<file path="src/verilog/map_pkg.sv">
`default_nettype none

package map_pkg;

	// CPU register slot, {A14, A13, A0}
	typedef enum logic [2:0]
	{
		REG_CFG        = 3'd0, // $8000
		REG_BANK_DATA  = 3'd1, // $8001
		REG_MIRROR     = 3'd2, // $a000
		REG_RAM_CFG    = 3'd3, // $a001
		REG_RELOAD     = 3'd4, // $c000
		REG_RELOAD_REQ = 3'd5, // $c001
		REG_IRQ_OFF    = 3'd6, // $e000
		REG_IRQ_ON     = 3'd7  // $e001
	} reg_sel_e;

	// requests from the register file to the scanline counter
	typedef enum logic [2:0]
	{
		IRQ_NONE    = 3'd0,
		IRQ_RELOAD  = 3'd1,
		IRQ_DISABLE = 3'd2,
		IRQ_ENABLE  = 3'd3,
		IRQ_SS_LOAD = 3'd4
	} irq_cmd_e;

	typedef logic [7:0]  bank_t;
	typedef logic [5:0]  prg_bank_t; // 8 KB units
	typedef logic [18:0] prg_addr_t; // 512 KB PRG space
	typedef logic [17:0] chr_addr_t; // 256 KB CHR space

	// R0..R5 then R6, R7
	localparam bank_t BANK_RESET [0:7] = '{
		8'd0,
		8'd2,
		8'd4,
		8'd5,
		8'd6,
		8'd7,
		8'd0,
		8'd1
	};

	// save-state slots past the two register blocks
	localparam bank_t SS_IRQ_CTR   = 8'd16;
	localparam bank_t SS_IRQ_FLAGS = 8'd17;
	localparam bank_t SS_MAP_IDX   = 8'd127;

	// A12 must sit low this many samples before a rise is taken
	localparam int A12_QUIET = 4;

endpackage

`default_nettype wire

</file>
<file path="src/verilog/mmc3_regs.sv">
`timescale 1ns/1ps
`default_nettype none

module mmc3_regs
#(
	parameter int MAP_IDX = 119
)
(
	input  wire                m2,
	input  wire                map_rst,
	input  wire                cfg_mir_v,
	input  wire  [14:0]        cpu_addr,
	input  map_pkg::bank_t     cpu_dat,
	input  wire                cpu_ce,
	input  wire                cpu_rw,
	input  wire                ss_act,
	input  wire                ss_we,
	input  wire  [7:0]         ss_addr,
	input  map_pkg::bank_t     irq_ctr,
	input  wire                irq_on,
	input  wire                irq_pend,
	input  wire                irq_reload_req,
	output map_pkg::bank_t     ss_rdat,
	output map_pkg::irq_cmd_e  irq_cmd,
	output map_pkg::bank_t     reload_val,
	output logic               swap_control,
	output logic               chr_invert,
	output logic               mirror_mode,
	output logic               ram_on,
	output logic               ram_we_off,
	output map_pkg::prg_bank_t prg_r6,
	output map_pkg::prg_bank_t prg_r7,
	output map_pkg::bank_t     chr_r0,
	output map_pkg::bank_t     chr_r1,
	output map_pkg::bank_t     chr_r2,
	output map_pkg::bank_t     chr_r3,
	output map_pkg::bank_t     chr_r4,
	output map_pkg::bank_t     chr_r5
);

	import map_pkg::*;

	bank_t    mmc_regs [0:7];  // last value written to each slot
	bank_t    bank_regs [0:7]; // R0..R7 behind $8001
	reg_sel_e reg_sel;
	logic     cpu_wr;

	assign reg_sel = reg_sel_e'({cpu_addr[14:13], cpu_addr[0]});
	assign cpu_wr = !cpu_ce && !cpu_rw;

	always_ff @(negedge m2)
	begin
		if (ss_act)
		begin
			if (ss_we && ss_addr[7:3] == 5'd0)
				mmc_regs[ss_addr[2:0]] <= cpu_dat;
			if (ss_we && ss_addr[7:3] == 5'd1)
				bank_regs[ss_addr[2:0]] <= cpu_dat;
		end
		else if (map_rst)
		begin
			for (int i = 0; i < 8; i++)
			begin
				mmc_regs[i] <= (i == REG_MIRROR) ? bank_t'(cfg_mir_v) : '0;
				bank_regs[i] <= BANK_RESET[i];
			end
		end
		else if (cpu_wr)
		begin
			mmc_regs[reg_sel] <= cpu_dat;
			if (reg_sel == REG_BANK_DATA)
				bank_regs[mmc_regs[REG_CFG][2:0]] <= cpu_dat; // target from $8000
		end
	end

	always_comb
	begin
		irq_cmd = IRQ_NONE;
		if (ss_act)
		begin
			if (ss_we && ss_addr == SS_IRQ_FLAGS)
				irq_cmd = IRQ_SS_LOAD;
		end
		else if (cpu_wr)
		begin
			case (reg_sel)
				REG_RELOAD_REQ: irq_cmd = IRQ_RELOAD;
				REG_IRQ_OFF:    irq_cmd = IRQ_DISABLE;
				REG_IRQ_ON:     irq_cmd = IRQ_ENABLE;
				default:        irq_cmd = IRQ_NONE;
			endcase
		end
	end

	always_comb
	begin
		if (ss_addr[7:3] == 5'd0)
			ss_rdat = mmc_regs[ss_addr[2:0]];
		else if (ss_addr[7:3] == 5'd1)
			ss_rdat = bank_regs[ss_addr[2:0]];
		else if (ss_addr == SS_IRQ_CTR)
			ss_rdat = irq_ctr;
		else if (ss_addr == SS_IRQ_FLAGS)
			ss_rdat = {3'b000, irq_on, irq_pend, 1'b0, irq_reload_req, 1'b0}; // xor pairs
		else if (ss_addr == SS_MAP_IDX)
			ss_rdat = bank_t'(MAP_IDX);
		else
			ss_rdat = 8'hff;
	end

	assign reload_val   = mmc_regs[REG_RELOAD];
	assign swap_control = mmc_regs[REG_CFG][6];
	assign chr_invert   = mmc_regs[REG_CFG][7];
	assign mirror_mode  = mmc_regs[REG_MIRROR][0];
	assign ram_on       = mmc_regs[REG_RAM_CFG][7];
	assign ram_we_off   = mmc_regs[REG_RAM_CFG][6];
	assign prg_r6       = bank_regs[6][5:0];
	assign prg_r7       = bank_regs[7][5:0];
	assign chr_r0       = bank_regs[0];
	assign chr_r1       = bank_regs[1];
	assign chr_r2       = bank_regs[2];
	assign chr_r3       = bank_regs[3];
	assign chr_r4       = bank_regs[4];
	assign chr_r5       = bank_regs[5];

	// flag restore only ever comes from the save-state port
	a_ss_load_only_in_ss: assert property (@(negedge m2) !ss_act |-> irq_cmd != IRQ_SS_LOAD);

endmodule

`default_nettype wire

</file>
<file path="src/verilog/mmc3_prg_map.sv">
`timescale 1ns/1ps
`default_nettype none

module mmc3_prg_map
(
	input  wire  [14:0]        cpu_addr,
	input  wire                cpu_ce,
	input  wire                cpu_rw,
	input  wire                swap_control,
	input  map_pkg::prg_bank_t prg_r6,
	input  map_pkg::prg_bank_t prg_r7,
	input  wire                ram_on,
	input  wire                ram_we_off,
	output map_pkg::prg_addr_t prg_addr,
	output logic               prg_oe,
	output logic               rom_ce,
	output logic               ram_ce,
	output logic               ram_we,
	output logic               map_cpu_oe
);

	import map_pkg::*;

	localparam prg_bank_t BANK_2ND_LAST = 6'h3e;
	localparam prg_bank_t BANK_LAST     = 6'h3f;

	prg_bank_t prg_bank;
	logic      ram_area;

	always_comb
	begin
		case (cpu_addr[14:13])
			2'd0:    prg_bank = swap_control ? BANK_2ND_LAST : prg_r6;
			2'd1:    prg_bank = prg_r7;
			2'd2:    prg_bank = swap_control ? prg_r6 : BANK_2ND_LAST;
			default: prg_bank = BANK_LAST;
		endcase
	end

	assign prg_addr = {cpu_ce ? 6'd0 : prg_bank, cpu_addr[12:0]};
	assign prg_oe   = cpu_rw;
	assign rom_ce   = !cpu_ce;

	assign ram_area   = cpu_ce && cpu_addr[14:13] == 2'b11; // $6000-$7fff
	assign ram_ce     = ram_area && ram_on;
	assign ram_we     = ram_ce && !cpu_rw && !ram_we_off;
	assign map_cpu_oe = ram_area && !ram_on && cpu_rw; // open bus

endmodule

`default_nettype wire

</file>
<file path="src/verilog/mmc3_chr_map.sv">
`timescale 1ns/1ps
`default_nettype none

module mmc3_chr_map
#(
	parameter int MAP_IDX = 119
)
(
	input  wire  [13:0]        ppu_addr,
	input  wire                ppu_oe,
	input  wire                ppu_we,
	input  wire                chr_invert,
	input  map_pkg::bank_t     chr_r0,
	input  map_pkg::bank_t     chr_r1,
	input  map_pkg::bank_t     chr_r2,
	input  map_pkg::bank_t     chr_r3,
	input  map_pkg::bank_t     chr_r4,
	input  map_pkg::bank_t     chr_r5,
	input  wire                mirror_mode,
	output map_pkg::chr_addr_t chr_addr,
	output logic               chr_ce,
	output logic               chr_oe,
	output logic               chr_we,
	output logic               ciram_a10,
	output logic               ciram_ce
);

	import map_pkg::*;

	// 8 KB of CHR RAM on TQROM, 2 KB on the other boards
	localparam int    RAM_BITS = (MAP_IDX == 119) ? 3 : 1;
	localparam bank_t RAM_MASK = bank_t'((1 << RAM_BITS) - 1);

	bank_t chr_bank;
	logic  chr_ram;

	always_comb
	begin
		if (ppu_addr[12:11] == {chr_invert, 1'b0})
			chr_bank = {chr_r0[7:1], ppu_addr[10]}; // 2 KB
		else if (ppu_addr[12:11] == {chr_invert, 1'b1})
			chr_bank = {chr_r1[7:1], ppu_addr[10]};
		else
		begin
			case (ppu_addr[11:10])
				2'd0:    chr_bank = chr_r2;
				2'd1:    chr_bank = chr_r3;
				2'd2:    chr_bank = chr_r4;
				default: chr_bank = chr_r5;
			endcase
		end
	end

	assign chr_ram  = chr_bank[6];
	assign chr_addr = {chr_ram ? (chr_bank & RAM_MASK) : chr_bank, ppu_addr[9:0]};

	assign chr_ce = !ppu_addr[13];
	assign chr_oe = !ppu_oe;
	assign chr_we = chr_ram && chr_ce && !ppu_we; // rom banks stay read only

	// vertical uses A10, horizontal A11
	assign ciram_a10 = mirror_mode ? ppu_addr[11] : ppu_addr[10];
	assign ciram_ce  = !ppu_addr[13];

endmodule

`default_nettype wire

</file>
<file path="src/verilog/mmc3_irq.sv">
`timescale 1ns/1ps
`default_nettype none

module mmc3_irq
(
	input  wire               m2,
	input  wire               map_rst,
	input  wire               mmc3b_mode,
	input  wire               ppu_a12,
	input  map_pkg::irq_cmd_e irq_cmd,
	input  map_pkg::bank_t    reload_val,
	input  map_pkg::bank_t    ss_dat,
	output logic              irq,
	output map_pkg::bank_t    irq_ctr,
	output logic              irq_on,
	output logic              irq_pend,
	output logic              irq_reload_req
);

	import map_pkg::*;

	logic [7:0] a12_filter; // past A12 samples, newest in bit 0
	logic       a12_rise;
	logic       irq_reload;
	logic       irq_act;

	assign a12_rise   = ppu_a12 && a12_filter[A12_QUIET-1:0] == '0;
	assign irq_reload = irq_reload_req || (mmc3b_mode && irq_ctr == 8'd0);

	// counter about to land on zero at this rise
	assign irq_act = irq_on && a12_rise &&
		((!irq_reload && irq_ctr == 8'd1) || (irq_reload && reload_val == 8'd0));

	assign irq = irq_pend || irq_act;

	always_ff @(negedge m2)
	begin
		if (ss_act_load())
		begin
			irq_reload_req <= ss_dat[1] ^ ss_dat[0];
			irq_pend       <= ss_dat[3] ^ ss_dat[2];
			irq_on         <= ss_dat[4];
		end
		else if (map_rst)
		begin
			a12_filter     <= '1; // no rise right out of reset
			irq_ctr        <= '0;
			irq_on         <= 1'b0;
			irq_pend       <= 1'b0;
			irq_reload_req <= 1'b0;
		end
		else
		begin
			a12_filter <= {a12_filter[6:0], ppu_a12};
			if (a12_rise)
			begin
				if (irq_reload || irq_ctr == 8'd0)
					irq_ctr <= reload_val;
				else
					irq_ctr <= irq_ctr - 8'd1;
				irq_reload_req <= 1'b0;
				if (irq_act)
					irq_pend <= 1'b1;
			end
			case (irq_cmd)
				IRQ_RELOAD:
					irq_reload_req <= 1'b1;
				IRQ_DISABLE:
				begin
					irq_on   <= 1'b0;
					irq_pend <= 1'b0; // acknowledge
				end
				IRQ_ENABLE:
					irq_on <= 1'b1;
				default:
					;
			endcase
		end
	end

	function automatic logic ss_act_load();
		return irq_cmd == IRQ_SS_LOAD;
	endfunction

	// outside a restore, pending only follows an enabled counter
	a_pend_needs_on: assert property (@(negedge m2)
		(irq_cmd != IRQ_SS_LOAD && !irq_on && !irq_pend) |=> !irq_pend);

endmodule

`default_nettype wire

</file>
<file path="src/verilog/map_119.sv">
`timescale 1ns/1ps
`default_nettype none

module map_119
#(
	parameter int MAP_IDX = 119
)
(
	input  wire                m2,
	input  wire                map_rst,
	input  wire                cfg_mir_v,
	input  wire                mmc3b_mode,
	input  wire  [14:0]        cpu_addr,
	input  wire  [7:0]         cpu_dat,
	input  wire                cpu_ce,
	input  wire                cpu_rw,
	input  wire  [13:0]        ppu_addr,
	input  wire                ppu_oe,
	input  wire                ppu_we,
	input  wire                ss_act,
	input  wire                ss_we,
	input  wire  [7:0]         ss_addr,
	output map_pkg::prg_addr_t prg_addr,
	output logic               prg_oe,
	output logic               rom_ce,
	output logic               ram_ce,
	output logic               ram_we,
	output logic               map_cpu_oe,
	output map_pkg::chr_addr_t chr_addr,
	output logic               chr_ce,
	output logic               chr_oe,
	output logic               chr_we,
	output logic               ciram_a10,
	output logic               ciram_ce,
	output logic               irq,
	output map_pkg::bank_t     ss_rdat
);

	import map_pkg::*;

	irq_cmd_e  irq_cmd;
	bank_t     reload_val;
	bank_t     irq_ctr;
	logic      irq_on;
	logic      irq_pend;
	logic      irq_reload_req;
	logic      swap_control;
	logic      chr_invert;
	logic      mirror_mode;
	logic      ram_on;
	logic      ram_we_off;
	prg_bank_t prg_r6;
	prg_bank_t prg_r7;
	bank_t     chr_r0;
	bank_t     chr_r1;
	bank_t     chr_r2;
	bank_t     chr_r3;
	bank_t     chr_r4;
	bank_t     chr_r5;

	mmc3_regs #(
		.MAP_IDX(MAP_IDX)
	) i_mmc3_regs (
		.m2(m2),
		.map_rst(map_rst),
		.cfg_mir_v(cfg_mir_v),
		.cpu_addr(cpu_addr),
		.cpu_dat(cpu_dat),
		.cpu_ce(cpu_ce),
		.cpu_rw(cpu_rw),
		.ss_act(ss_act),
		.ss_we(ss_we),
		.ss_addr(ss_addr),
		.irq_ctr(irq_ctr),
		.irq_on(irq_on),
		.irq_pend(irq_pend),
		.irq_reload_req(irq_reload_req),
		.ss_rdat(ss_rdat),
		.irq_cmd(irq_cmd),
		.reload_val(reload_val),
		.swap_control(swap_control),
		.chr_invert(chr_invert),
		.mirror_mode(mirror_mode),
		.ram_on(ram_on),
		.ram_we_off(ram_we_off),
		.prg_r6(prg_r6),
		.prg_r7(prg_r7),
		.chr_r0(chr_r0),
		.chr_r1(chr_r1),
		.chr_r2(chr_r2),
		.chr_r3(chr_r3),
		.chr_r4(chr_r4),
		.chr_r5(chr_r5)
	);

	mmc3_prg_map i_mmc3_prg_map (
		.cpu_addr(cpu_addr),
		.cpu_ce(cpu_ce),
		.cpu_rw(cpu_rw),
		.swap_control(swap_control),
		.prg_r6(prg_r6),
		.prg_r7(prg_r7),
		.ram_on(ram_on),
		.ram_we_off(ram_we_off),
		.prg_addr(prg_addr),
		.prg_oe(prg_oe),
		.rom_ce(rom_ce),
		.ram_ce(ram_ce),
		.ram_we(ram_we),
		.map_cpu_oe(map_cpu_oe)
	);

	mmc3_chr_map #(
		.MAP_IDX(MAP_IDX)
	) i_mmc3_chr_map (
		.ppu_addr(ppu_addr),
		.ppu_oe(ppu_oe),
		.ppu_we(ppu_we),
		.chr_invert(chr_invert),
		.chr_r0(chr_r0),
		.chr_r1(chr_r1),
		.chr_r2(chr_r2),
		.chr_r3(chr_r3),
		.chr_r4(chr_r4),
		.chr_r5(chr_r5),
		.mirror_mode(mirror_mode),
		.chr_addr(chr_addr),
		.chr_ce(chr_ce),
		.chr_oe(chr_oe),
		.chr_we(chr_we),
		.ciram_a10(ciram_a10),
		.ciram_ce(ciram_ce)
	);

	mmc3_irq i_mmc3_irq (
		.m2(m2),
		.map_rst(map_rst),
		.mmc3b_mode(mmc3b_mode),
		.ppu_a12(ppu_addr[12]),
		.irq_cmd(irq_cmd),
		.reload_val(reload_val),
		.ss_dat(cpu_dat), // restore data rides the cpu bus
		.irq(irq),
		.irq_ctr(irq_ctr),
		.irq_on(irq_on),
		.irq_pend(irq_pend),
		.irq_reload_req(irq_reload_req)
	);

endmodule

`default_nettype wire

</file>
<file path="config.mk">
export PLATFORM = sky130hd
export DESIGN_NAME = map_119
export DESIGN_NICKNAME = d
export VERILOG_FILES = /design/src/verilog/map_pkg.sv /design/src/verilog/mmc3_regs.sv /design/src/verilog/mmc3_prg_map.sv /design/src/verilog/mmc3_chr_map.sv /design/src/verilog/mmc3_irq.sv /design/src/verilog/map_119.sv
export SDC_FILE = /design/constraint.sdc
export NUM_CORES = 1
export LEC_CHECK = 0
export ABC_AREA = 1
export BUFFER_PORTS_ARGS = -buffer_cell sky130_fd_sc_hd__buf_2
export CORE_UTILIZATION = 29
export CTS_BUF_LIST = sky130_fd_sc_hd__clkbuf_2
export DETAILED_ROUTE_END_ITERATION = 8
export HOLD_SLACK_MARGIN = 0.05
export PLACE_DENSITY = 0.47
export SETUP_SLACK_MARGIN = 0.3
export SYNTH_ARGS = -nofsm -noshare
export SYNTH_HDL_FRONTEND = slang
export SYNTH_SLANG_ARGS = --single-unit
</file>
<file path="constraint.sdc">
create_clock -name m2 -period 1.5 [get_ports m2]
set_input_delay 0 -clock m2 [delete_from_list [all_inputs] [get_ports m2]]
set_output_delay 0 -clock m2 [all_outputs]
set_load 0.02 [all_outputs]
</file>
==> impl_metrics.csv, run 1 <==
group,metric,value,unit
clock_tree,cts_max_path_buffers,2,
routing,via_per_inst,4.867,
worst_setup_path,crit_family,"simple AND/OR/NAND/NOR gates",
cells_and_area,area_growth_syn_to_layout,76.46,%
routing,ant_nets,0,
sta,hold_violations,0,
outcome,violations,"DRC, setup timing",
synthesis,ys_warn_count,0,
floorplanning,die_width,172.7,um
sta,tightest_slew,518.3,ps
cells_and_area,final_util,0.5195,
synthesis,syn-num-nets,1374,
hold_path,whs_path_depth,3,
worst_setup_path,crit_fanout,2,
sta,relSlewSlack,0.6545,
cells_and_area,final_common_cell,"nand2_1",
clock_tree,clk_pin_slew,60,ps
global_routing,grt_pass1_vias,10180,
worst_setup_path,critPathKind,"flip-flop to primary output",
global_routing,grt_first_pass_wirelength,55.26,mm
cells_and_area,n_fill_cell,2784,
worst_setup_path,start_kind,"flip-flop",
synthesis,synth-seq-cells,143,
worst_setup_path,cpPeakStageDelay,390,ps
run,drv_cap,0,
cells_and_area,seq_area,3055,um^2
floorplanning,die_area,29830,um^2
clock_tree,root_buffer,"clkbuf_2",
clock_tree,cts_tree,"yes",
cells_and_area,multi_input_area,6461,um^2
routing,vias,10460,
worst_setup_path,reg2reg_slack,-930,ps
pwr,ir_drop,0.3248,mV
worst_setup_path,critPathArrivalTime,2850,ps
floorplanning,ios,111,
synthesis,synthCells,1316,
worst_setup_path,r2r_start,"i_mmc3_irq.irq_ctr[1]$_SDFFCE_NP0P_",
routing,drc_errors,1,
clock_tree,cts_buffers,17,
floorplanning,start_util,0.2944,
floorplanning,dieHeight,172.7,um
placement,gp_congestion,0.8955,
global_routing,track_usage,0.2390,
placement,hpwl,24.01,mm
worst_setup_path,reg2reg_depth,19,
floorplanning,core,28700,um^2
routing,drt_pre_antenna_iters,7,
pwr,power.total,10.24,mW
global_routing,antenna_found_initial,1,
cells_and_area,fin_nets,1809,
worst_setup_path,required,1500,ps
sta,rsz0062_at_grt,"yes",
worst_setup_path,worst-path-stages,9,
worst_setup_path,path_cells,"inv_2 -> ha_4 -> nand2_2 -> nor3_2 -> nand2_1 -> nand3_1 -> nand3_2 -> nand2_4 -> buf_6",
placement,port_buffers,65,
routing,wire_per_inst,16.86,um
synthesis,synth_seq_area_share,0.3577,
synthesis,syn_area_per_cell,6.421,um^2
global_routing,grt_overflow,0,
floorplanning,std_cell_rows,62,
routing,drt_iter0_markers,621,
pwr,cellPowerDensity,686.6,nW/um^2
cells_and_area,drive_above_1_share,0.4399,
synthesis,syn_area,8451,um^2
worst_setup_path,end_kind,"primary output",
worst_setup_path,r2r_end,"i_mmc3_irq.irq_ctr[7]$_SDFFCE_NP0P_",
sta,setup_viol,151,
hold_path,hp-class,"input pin to primary output",
worst_setup_path,cp_num_buf_inv,2,
sta,fin_setup_tns,-45400,ps
worst_setup_path,endpoint,"irq",
clock_tree,clock_latency,800,ps
pwr,p_leak,7.051,nW
routing,routed_wl,36.23,mm
global_routing,grt_start_max_net_pins,40,
clock_tree,cts_max_level,4,
clock_tree,cts_sinks,143,
worst_setup_path,cp-startpoint,"i_mmc3_irq.irq_ctr[1]$_SDFFCE_NP0P_",
outcome,outcome,"finished, violations left",
synthesis,yosysUniqueCellTypes,40,
sta,layout_setup_ws,-1354,ps
cells_and_area,layout_common_cells,"252 x nand2_1, 250 x nor2_1, 195 x inv_1, 173 x buf_4, 105 x dfxtp_1",
sta,finClkSkew,60.76,ps
placement,dp_slack,-918.6,ps
worst_setup_path,cpMaxStageDelayCell,"edfxtp_1",
sta,final_max_slew_viol_count,0,
logic make-up (layout without fill, tap and decap cells):
group                    after synthesis  after routing  share of synthesized area
XOR/XNOR                               3              3                   0.003110
AO/OA/AOI/OAI                        160            160                     0.1091
buffers and inverters                173            621                     0.1020
AND/OR/NAND/NOR                      833            833                     0.4232
flip-flops                           143            143                     0.3577
adder cells (fa/ha/maj)                3              3                   0.004442
other                                  1              2                  0.0004438
layout make-up:
| cell class | count | share of cell area |
|---|---|---|
| multi-input cells | 1000 | 0.4333 |
| repair buffers | 369 | 0.2547 |
| flip-flops and latches | 143 | 0.2049 |
| clock inverters | 158 | 0.04640 |
| well taps | 384 | 0.03222 |
| inverters | 76 | 0.02215 |
| clock buffers | 17 | 0.005706 |
| repair inverters | 1 | 0.0004195 |
| diodes | 1 | 0.0001678 |
per-stage QoR:
stage,instance area [um^2],cells,hold WS [ps]
3_5_place_dp,11120,1878,0.1367
3_3_place_gp,11120,1878,0.1367
2_1_floorplan,9082,1316,32.36
6_report,14910,2149,242.3
5_1_grt,14910,2149,239.7
4_1_cts,13990,2123,243.2
synth_stat cells:
cell,number,area share
nand2_1,348,0.15
nor2_1,305,0.14
dfxtp_1,127,0.30
nand3_1,114,0.068
o21ai_0,76,0.045
inv_1,72,0.032
clkbuf_1,32,0.014
a21oi_1,30,0.018
buf_4,30,0.027
nor2_4,21,0.028
edfxtp_1,16,0.057
o211ai_1,16,0.014
buf_2,14,0.0083
nand2_2,12,0.0089
buf_6,11,0.015
nand4_1,10,0.0074
buf_1,9,0.0040
o2111ai_1,9,0.0093
nor3_1,8,0.0047
o21ai_1,8,0.0047
o22ai_1,5,0.0037
a31oi_1,4,0.0030
clkinv_1,3,0.0013
ha_1,3,0.0044
nand2_4,3,0.0040
nor2_2,3,0.0022
nor4_1,3,0.0022
o21bai_1,3,0.0027
or2_2,3,0.0022
xnor2_1,3,0.0031
a211oi_1,2,0.0018
a221oi_1,2,0.0021
inv_2,2,0.00089
nor2_8,2,0.0047
o221ai_1,2,0.0021
a21boi_0,1,0.00089
conb_1,1,0.00044
nand3_2,1,0.0012
o31ai_1,1,0.00089
o32ai_1,1,0.0010
worst min-delay path by stage:
stage           startpoint                                   end  slack, ps
2_1_floorplan       ppu_we                                chr_we         30
3_3_place_gp   ppu_addr[2]                           chr_addr[2]        0.1
3_5_place_dp   ppu_addr[2]                           chr_addr[2]        0.1
4_1_cts             ppu_oe                                chr_oe        240
5_1_grt          cfg_mir_v  i_mmc3_regs.mmc_regs[2][0]$_DFFE_NP_        240
6_report            ppu_oe                                chr_oe        240
report_power, final:
group	leakage [nW]	total (mW)	internal, mW	switching [mW]
logic	4.94	2.31	0.977	1.33
clock network	0.918	3.92	1.19	2.73
registers	1.19	4.00	3.95	0.0567
layer usage:
| layer | track usage | share of wire | routed length [um] |
|---|---|---|---|
| met5 | 0 | 0 | 0 |
| met4 | 0.09034 | 0.023 | 827 |
| met3 | 0.06025 | 0.062 | 2240 |
| met2 | 0.3644 | 0.45 | 16390 |
| met1 | 0.3238 | 0.46 | 16770 |
registers in the layout, indices dropped and copies added, names as in the netlist:
register	count
i_mmc3_irq.irq_reload_req	1
i_mmc3_irq.irq_on	1
i_mmc3_regs.bank_regs	64
i_mmc3_regs.mmc_regs	64
i_mmc3_irq.irq_pend	1
i_mmc3_irq.irq_ctr	8
i_mmc3_irq.a12_filter	4
worst register-to-register path, stage by stage (launching register included):
cell and delay, ps:
edfxtp_1 360, inv_2 60, ha_4 150, nand2_2 60, nor3_2 40, buf_4 130, buf_6 100, buf_6 100
buf_6 100, buf_6 100, buf_6 100, buf_6 100, buf_6 100, buf_6 100, buf_6 100, nor2_4 140
buf_12 150, inv_1 40, nor2_1 80, a21oi_1 60
what timing repair did:
item,4_1_cts,5_1_grt
resized for setup,344,183
buffers inserted,40,21
endpoints found under the hold margin,22,0
hold buffers,22,0
pin swaps,205,141
gates cloned,9,4
endpoints found under the setup margin,182,182
Power figures use the tool's default switching activity.
==> run 2: changes to the inputs <==
--- a/config.mk
+++ b/config.mk
@@ -11,7 +11,7 @@
 export CTS_BUF_LIST = sky130_fd_sc_hd__clkbuf_2
 export DETAILED_ROUTE_END_ITERATION = 8
 export HOLD_SLACK_MARGIN = 0.05
-export PLACE_DENSITY = 0.47
+export PLACE_DENSITY_LB_ADDON = 0.05
 export SETUP_SLACK_MARGIN = 0.3
 export SYNTH_ARGS = -nofsm -noshare
 export SYNTH_HDL_FRONTEND = slang
==> run 2 against run 1 <==
  * The run ends with setup timing left
  * Clock power grew 6.4%
  * Sequential share of layout area grew 0.85 points
  * Clock-buffer cell count is the same
  * Worst hold slack gained 0.99 ps
  * Global-route usage grew 0.23 points
  * Combinational power is essentially flat
  * Core utilization shrank 1.8 points
  * Critical path depth is the same
  * Non-clock buffer count shrank 31
  * Register-to-register slack gained 620 ps
==> impl_metrics.csv, run 2 (same netlist as run 1, synthesis figures left out) <==
group,metric,value,unit
pwr,pwr-share-seq,0.382,
worst_setup_path,start_kind,"flip-flop",
hold_path,hold_start,"ppu_oe",
global_routing,grt_start_max_net_pins,36,
floorplanning,ios,111,
global_routing,grt_pass1_vias,9643,
placement,placed_area,11130,um^2
cells_and_area,drive_above_1_share,0.4313,
placement,port_buffers,65,
worst_setup_path,r2r_start,"i_mmc3_irq.irq_ctr[2]$_SDFFCE_NP0P_",
outcome,violations,"setup timing",
worst_setup_path,end_kind,"primary output",
placement,hpwl,24.98,mm
worst_setup_path,cpPeakStageDelay,450,ps
pwr,cellPowerDensity,728.2,nW/um^2
worst_setup_path,critPathKind,"flip-flop to primary output",
clock_tree,root_buffer,"clkbuf_2",
sta,hold_violations,0,
routing,via_per_inst,4.754,
pwr,swShare,0.3896,
clock_tree,clk_pin_slew,70,ps
clock_tree,cts_max_level,4,
cells_and_area,fin_nets,1777,
pwr,p_clk_frac,0.397,
cells_and_area,n_fill_cell,2968,
placement,dp_slack,-878.3,ps
routing,drc_errors,0,
sta,finClkSkew,65.77,ps
routing,routed_wl,36.28,mm
floorplanning,std_cell_rows,62,
sta,rsz0062_at_grt,"yes",
worst_setup_path,reg2reg_slack,-310,ps
clock_tree,clock_latency,810,ps
floorplanning,start_util,0.2944,
hold_path,whs_path_depth,3,
clock_tree,cts_sinks,143,
outcome,outcome,"finished, violations left",
hold_path,hold_end,"chr_oe",
global_routing,grt_first_pass_wirelength,54.79,mm
cells_and_area,area_growth_syn_to_layout,70.34,%
floorplanning,core,28700,um^2
sta,relSlewSlack,0.6417,
worst_setup_path,reg2reg_depth,10,
worst_setup_path,r2r_end,"i_mmc3_irq.irq_pend$_DFFE_NP_",
global_routing,antenna_found_initial,1,
routing,drt_pre_antenna_iters,5,
pwr,p_int,6.398,mW
pwr,switchingPower,4.084,mW
sta,layout_setup_ws,-1364,ps
sta,tightest_slew,537.4,ps
cells_and_area,post-route-cell-area,14400,um^2
hold_path,hp-class,"input pin to primary output",
sta,fin_setup_tns,-36530,ps
clock_tree,cts_buffers,17,
worst_setup_path,crit_family,"simple AND/OR/NAND/NOR gates",
worst_setup_path,cp_num_buf_inv,1,
clock_tree,cts_tree,"yes",
cells_and_area,layout_common_cells,"257 x nand2_1, 244 x nor2_1, 191 x inv_1, 171 x buf_4, 92 x dfxtp_1",
cells_and_area,final_common_cell,"nand2_1",
cells_and_area,largestRegisters,"i_mmc3_regs.bank_regs (64), i_mmc3_regs.mmc_regs (64), i_mmc3_irq.irq_ctr (8)",
worst_setup_path,cpMaxStageDelayCell,"edfxtp_1",
worst_setup_path,path_cells,"nor2_4 -> nand2_4 -> nor3_4 -> nand2_1 -> nand2_1 -> nand2_2 -> nand3_4 -> nand2_4 -> buf_6",
pwr,power_frac_comb,0.221,
pwr,ir_drop,0.4035,mV
clock_tree,cts_max_path_buffers,2,
worst_setup_path,critPathArrivalTime,2860,ps
routing,wire_per_inst,17.14,um
routing,drt_iter0_markers,692,
routing,ant_nets,0,
floorplanning,dieHeight,172.7,um
run,drv_cap,0,
pwr,p_leak,6.813,nW
routing,vias,10070,
global_routing,grt_overflow,0,
placement,gp_congestion,0.8492,
floorplanning,die_width,172.7,um
worst_setup_path,required,1500,ps
global_routing,track_usage,0.2413,
sta,final_max_slew_viol_count,0,
floorplanning,die_area,29830,um^2
sta,setup_viol,127,
worst_setup_path,crit_fanout,2,
run 2: worst register-to-register path, delay by kind of cell (launching register included):
family | cells | cell delay [ps]
and+or+nand+nor | 7 | 700
DFF | 1 | 450
buffers and inverters | 3 | 380
run 2: worst max path at each step:
stage / from / endpoint / slack, ps / depth (start not counted)
after floorplan: cpu_addr[13] / i_mmc3_regs.bank_regs[3][2]$_SDFFE_NP1P_ / -490 / 10
after global placement: ss_addr[4] / i_mmc3_regs.bank_regs[0][7]$_SDFFE_NP0P_ / -840 / 10
after detailed placement: cpu_ce / i_mmc3_regs.bank_regs[0][5]$_SDFFE_NP0P_ / -880 / 12
after CTS: i_mmc3_irq.irq_ctr[2]$_SDFFCE_NP0P_ / irq / -1480 / 9
after global routing: i_mmc3_irq.irq_ctr[2]$_SDFFCE_NP0P_ / irq / -1560 / 9
final: i_mmc3_irq.irq_ctr[2]$_SDFFCE_NP0P_ / irq / -1360 / 9
run 2: timing repair:
item / in CTS / in global routing
resized for setup: 309 / 177
hold buffers: 22 / 0
setup buffers: 17 / 18
cloned: 6 / 3
endpoints found under the setup margin: 182 / 179
pin swaps: 164 / 160
endpoints found under the hold margin: 22 / 0
run 2: per-stage QoR:
step	hold slack, ps	cells	util	total power, mW
floorplan	32.36	1316	-	5.698
global placement	0.1367	1876	0.3879	6.419
detailed placement	0.1367	1876	0.3879	6.415
CTS	244.2	2095	0.4718	10.55
global route	223.7	2117	0.5015	11.27
finish	243.3	2117	0.5015	10.48
run 2: routing by layer:
| layer | vias to the layer above | track usage | share of wire |
|---|---|---|---|
| li1 | 5019 | - | - |
| met1 | 4722 | 0.3372 | 0.49 |
| met2 | 291 | 0.3552 | 0.44 |
| met3 | 33 | 0.06157 | 0.051 |
| met4 | 0 | 0.08997 | 0.015 |
| met5 | - | 0 | 0 |
run 2: power by group through the flow:
stage / Clock [mW] / Sequential, mW / Combinational, mW
detailed placement: 0.579 / 4.09 / 1.75
global route: 4.79 / 4.01 / 2.47
CTS: 4.38 / 4.00 / 2.17
floorplan: 0.579 / 4.08 / 1.04
finish: 4.17 / 4.00 / 2.31
global placement: 0.579 / 4.09 / 1.76
run 2: area by class of cell:
type	instances	area, um^2	area share
Inverter	76	329.1	0.02286
Antenna cell	1	2.502	0.0001738
Clock inverter	158	716.9	0.04980
Clock buffer	17	85.08	0.005910
Sequential cell	143	3072	0.2134
Multi-Input combinational cell	1000	6329	0.4396
Timing Repair Buffer	338	3381	0.2349
Tap cell	384	480.5	0.03338
==> run 3: changes to the inputs <==
--- a/config.mk
+++ b/config.mk
@@ -7,7 +7,7 @@
 export LEC_CHECK = 0
 export ABC_AREA = 1
 export BUFFER_PORTS_ARGS = -buffer_cell sky130_fd_sc_hd__buf_2
-export CORE_UTILIZATION = 29
+export CORE_UTILIZATION = 50
 export CTS_BUF_LIST = sky130_fd_sc_hd__clkbuf_2
 export DETAILED_ROUTE_END_ITERATION = 8
 export HOLD_SLACK_MARGIN = 0.05
==> run 3 against run 2 <==
  * The flow finishes with violations (DRC, setup timing)
  * Cell area up 5.1%
  * Setup slack worse by 130 ps
  * Largest cell class unchanged
  * Combinational power up 15%
  * Register-to-register slack worse by 70 ps
  * Global-route usage up 18 points
  * Routed wire length up 36%
  * Die area down 42%
  * Via count up 28%
  * Clock-buffer cell count unchanged
  * Worst hold slack worse by 47 ps
  * Cell count down 6.3%
==> impl_metrics.csv, run 3 (same netlist as run 1, synthesis figures left out) <==
group,metric,value,unit
pwr,cellPowerDensity,770.9,nW/um^2
cells_and_area,largestRegisters,"i_mmc3_regs.bank_regs (64), i_mmc3_regs.mmc_regs (64), i_mmc3_irq.irq_ctr (8)",
global_routing,grt_pass1_vias,10940,
routing,via_per_inst,6.505,
cells_and_area,layout_common_cells,"232 x nor2_1, 214 x nand2_1, 193 x inv_1, 167 x buf_4, 96 x dfxtp_1",
worst_setup_path,cpMaxStageDelayCell,"o211ai_1",
sta,relSlewSlack,0.6168,
sta,rsz0062_at_grt,"yes",
placement,placed_area,10800,um^2
routing,drt_iter0_markers,2386,
global_routing,grtUsageMet2,0.6523,
worst_setup_path,end_kind,"primary output",
floorplanning,die_width,132.0,um
outcome,outcome,"finished, violations left",
global_routing,grt_first_pass_wirelength,56.26,mm
routing,routed_wl,49.35,mm
routing,drc_errors,72,
cells_and_area,final_common_cell,"nor2_1",
sta,hold_violations,0,
global_routing,grt_start_max_net_pins,54,
routing,wire_per_inst,24.87,um
worst_setup_path,cpPeakStageDelay,450,ps
pwr,power.total,11.67,mW
routing,drt_pre_antenna_iters,9,
clock_tree,cts_tree,"yes",
clock_tree,cts_max_path_buffers,2,
sta,final_max_slew_viol_count,0,
worst_setup_path,critPathArrivalTime,3000,ps
placement,gp_congestion,0.9781,
hold_path,hp-class,"input pin to flip-flop",
placement,dp_slack,-916.9,ps
cells_and_area,drive_above_1_share,0.4799,
sta,setup_viol,163,
worst_setup_path,crit_top_cell,"nand3_2",
clock_tree,clk_pin_slew,100,ps
cells_and_area,fin_nets,1808,
floorplanning,core,16520,um^2
cells_and_area,final_util,0.9159,
cells_and_area,final_cells,1984,
floorplanning,dieHeight,132.0,um
worst_setup_path,start_kind,"flip-flop",
clock_tree,cts_sinks,143,
global_routing,met1_usage,0.5047,
run,drv_cap,0,
floorplanning,ios,111,
global_routing,track_usage,0.4185,
floorplanning,die_area,17430,um^2
global_routing,grt_overflow,0,
sta,fin_hold_ws,196.2,ps
worst_setup_path,path_cells,"nor2_1 -> o211ai_1 -> nand3_2 -> nand3_2 -> buf_6",
sta,tightest_slew,574.7,ps
cells_and_area,post-route-cell-area,15130,um^2
sta,finClkSkew,82.70,ps
worst_setup_path,critPathKind,"flip-flop to primary output",
sta,fin_setup_tns,-59370,ps
global_routing,gr-usage-met3,0.1276,
worst_setup_path,required,1500,ps
clock_tree,root_buffer,"clkbuf_2",
routing,vias,12910,
placement,dp_cells,1702,
floorplanning,start_util,0.5114,
clock_tree,cts_max_level,4,
clock_tree,cts_buffers,17,
floorplanning,std_cell_rows,47,
pwr,p_leak,7.241,nW
cells_and_area,area_growth_syn_to_layout,79.09,%
clock_tree,clock_latency,870,ps
worst_setup_path,crit_fanout,2,
pwr,ir_drop,0.6518,mV
global_routing,antenna_found_initial,1,
placement,hpwl,20.79,mm
sta,layout_setup_ws,-1497,ps
outcome,violations,"DRC, setup timing",
routing,ant_nets,0,
placement,port_buffers,65,
global_routing,busiest_layer,"met2",
run 3: final timing paths:
check | from | end | slack [ps] | cells past startpoint
worst max-delay path | i_mmc3_regs.bank_regs[7][2]$_SDFFE_NP0P_ | ss_rdat[2] | -1500 | 5
worst min-delay path | cfg_mir_v | i_mmc3_regs.mmc_regs[2][0]$_DFFE_NP_ | 200 | 3
worst max register to register | i_mmc3_regs.mmc_regs[0][2]$_SDFFE_NP0P_ | i_mmc3_regs.bank_regs[7][7]$_SDFFE_NP0P_ | -380 | 10
worst min register to register | i_mmc3_regs.mmc_regs[6][5]$_SDFFE_NP0P_ | i_mmc3_regs.mmc_regs[6][5]$_SDFFE_NP0P_ | 480 | 2
run 3: layout make-up:
cell class,count,area (um^2)
fillers,636,1390
multi-input cells,1001,6777
clock buffers,17,85.08
diodes,1,2.502
repair inverters,1,6.256
well taps,220,275.3
inverters,76,334.1
clock inverters,158,743.2
flip-flops and latches,143,3069
repair buffers,367,3842
run 3: power breakdown:
part,switching (mW),internal (mW)
logic,1.60,1.05
clock network,3.35,1.65
registers,0.0666,3.95
total,5.02,6.64
run 3: critical path, delay by kind of cell (launching register included):
kind | cells | cell delay (ps)
and+or+nand+nor | 3 | 440
AOI/OAI and AO/OA | 1 | 450
DFF | 1 | 390
buffers and inverters | 1 | 120
run 3: timing repair:
action / in CTS / in global routing
gates cloned: 11 / 4
resized for setup: 331 / 306
setup endpoints to repair: 181 / 182
pin swaps: 133 / 141
hold endpoints to repair: 22 / 0
setup buffers: 38 / 32
hold buffers: 22 / 0
run 3: per-layer routing:
metal	share of wire	wire length, um
met1	0.32	15960
met2	0.42	20520
met3	0.16	7720
met4	0.10	5151
met5	0	0
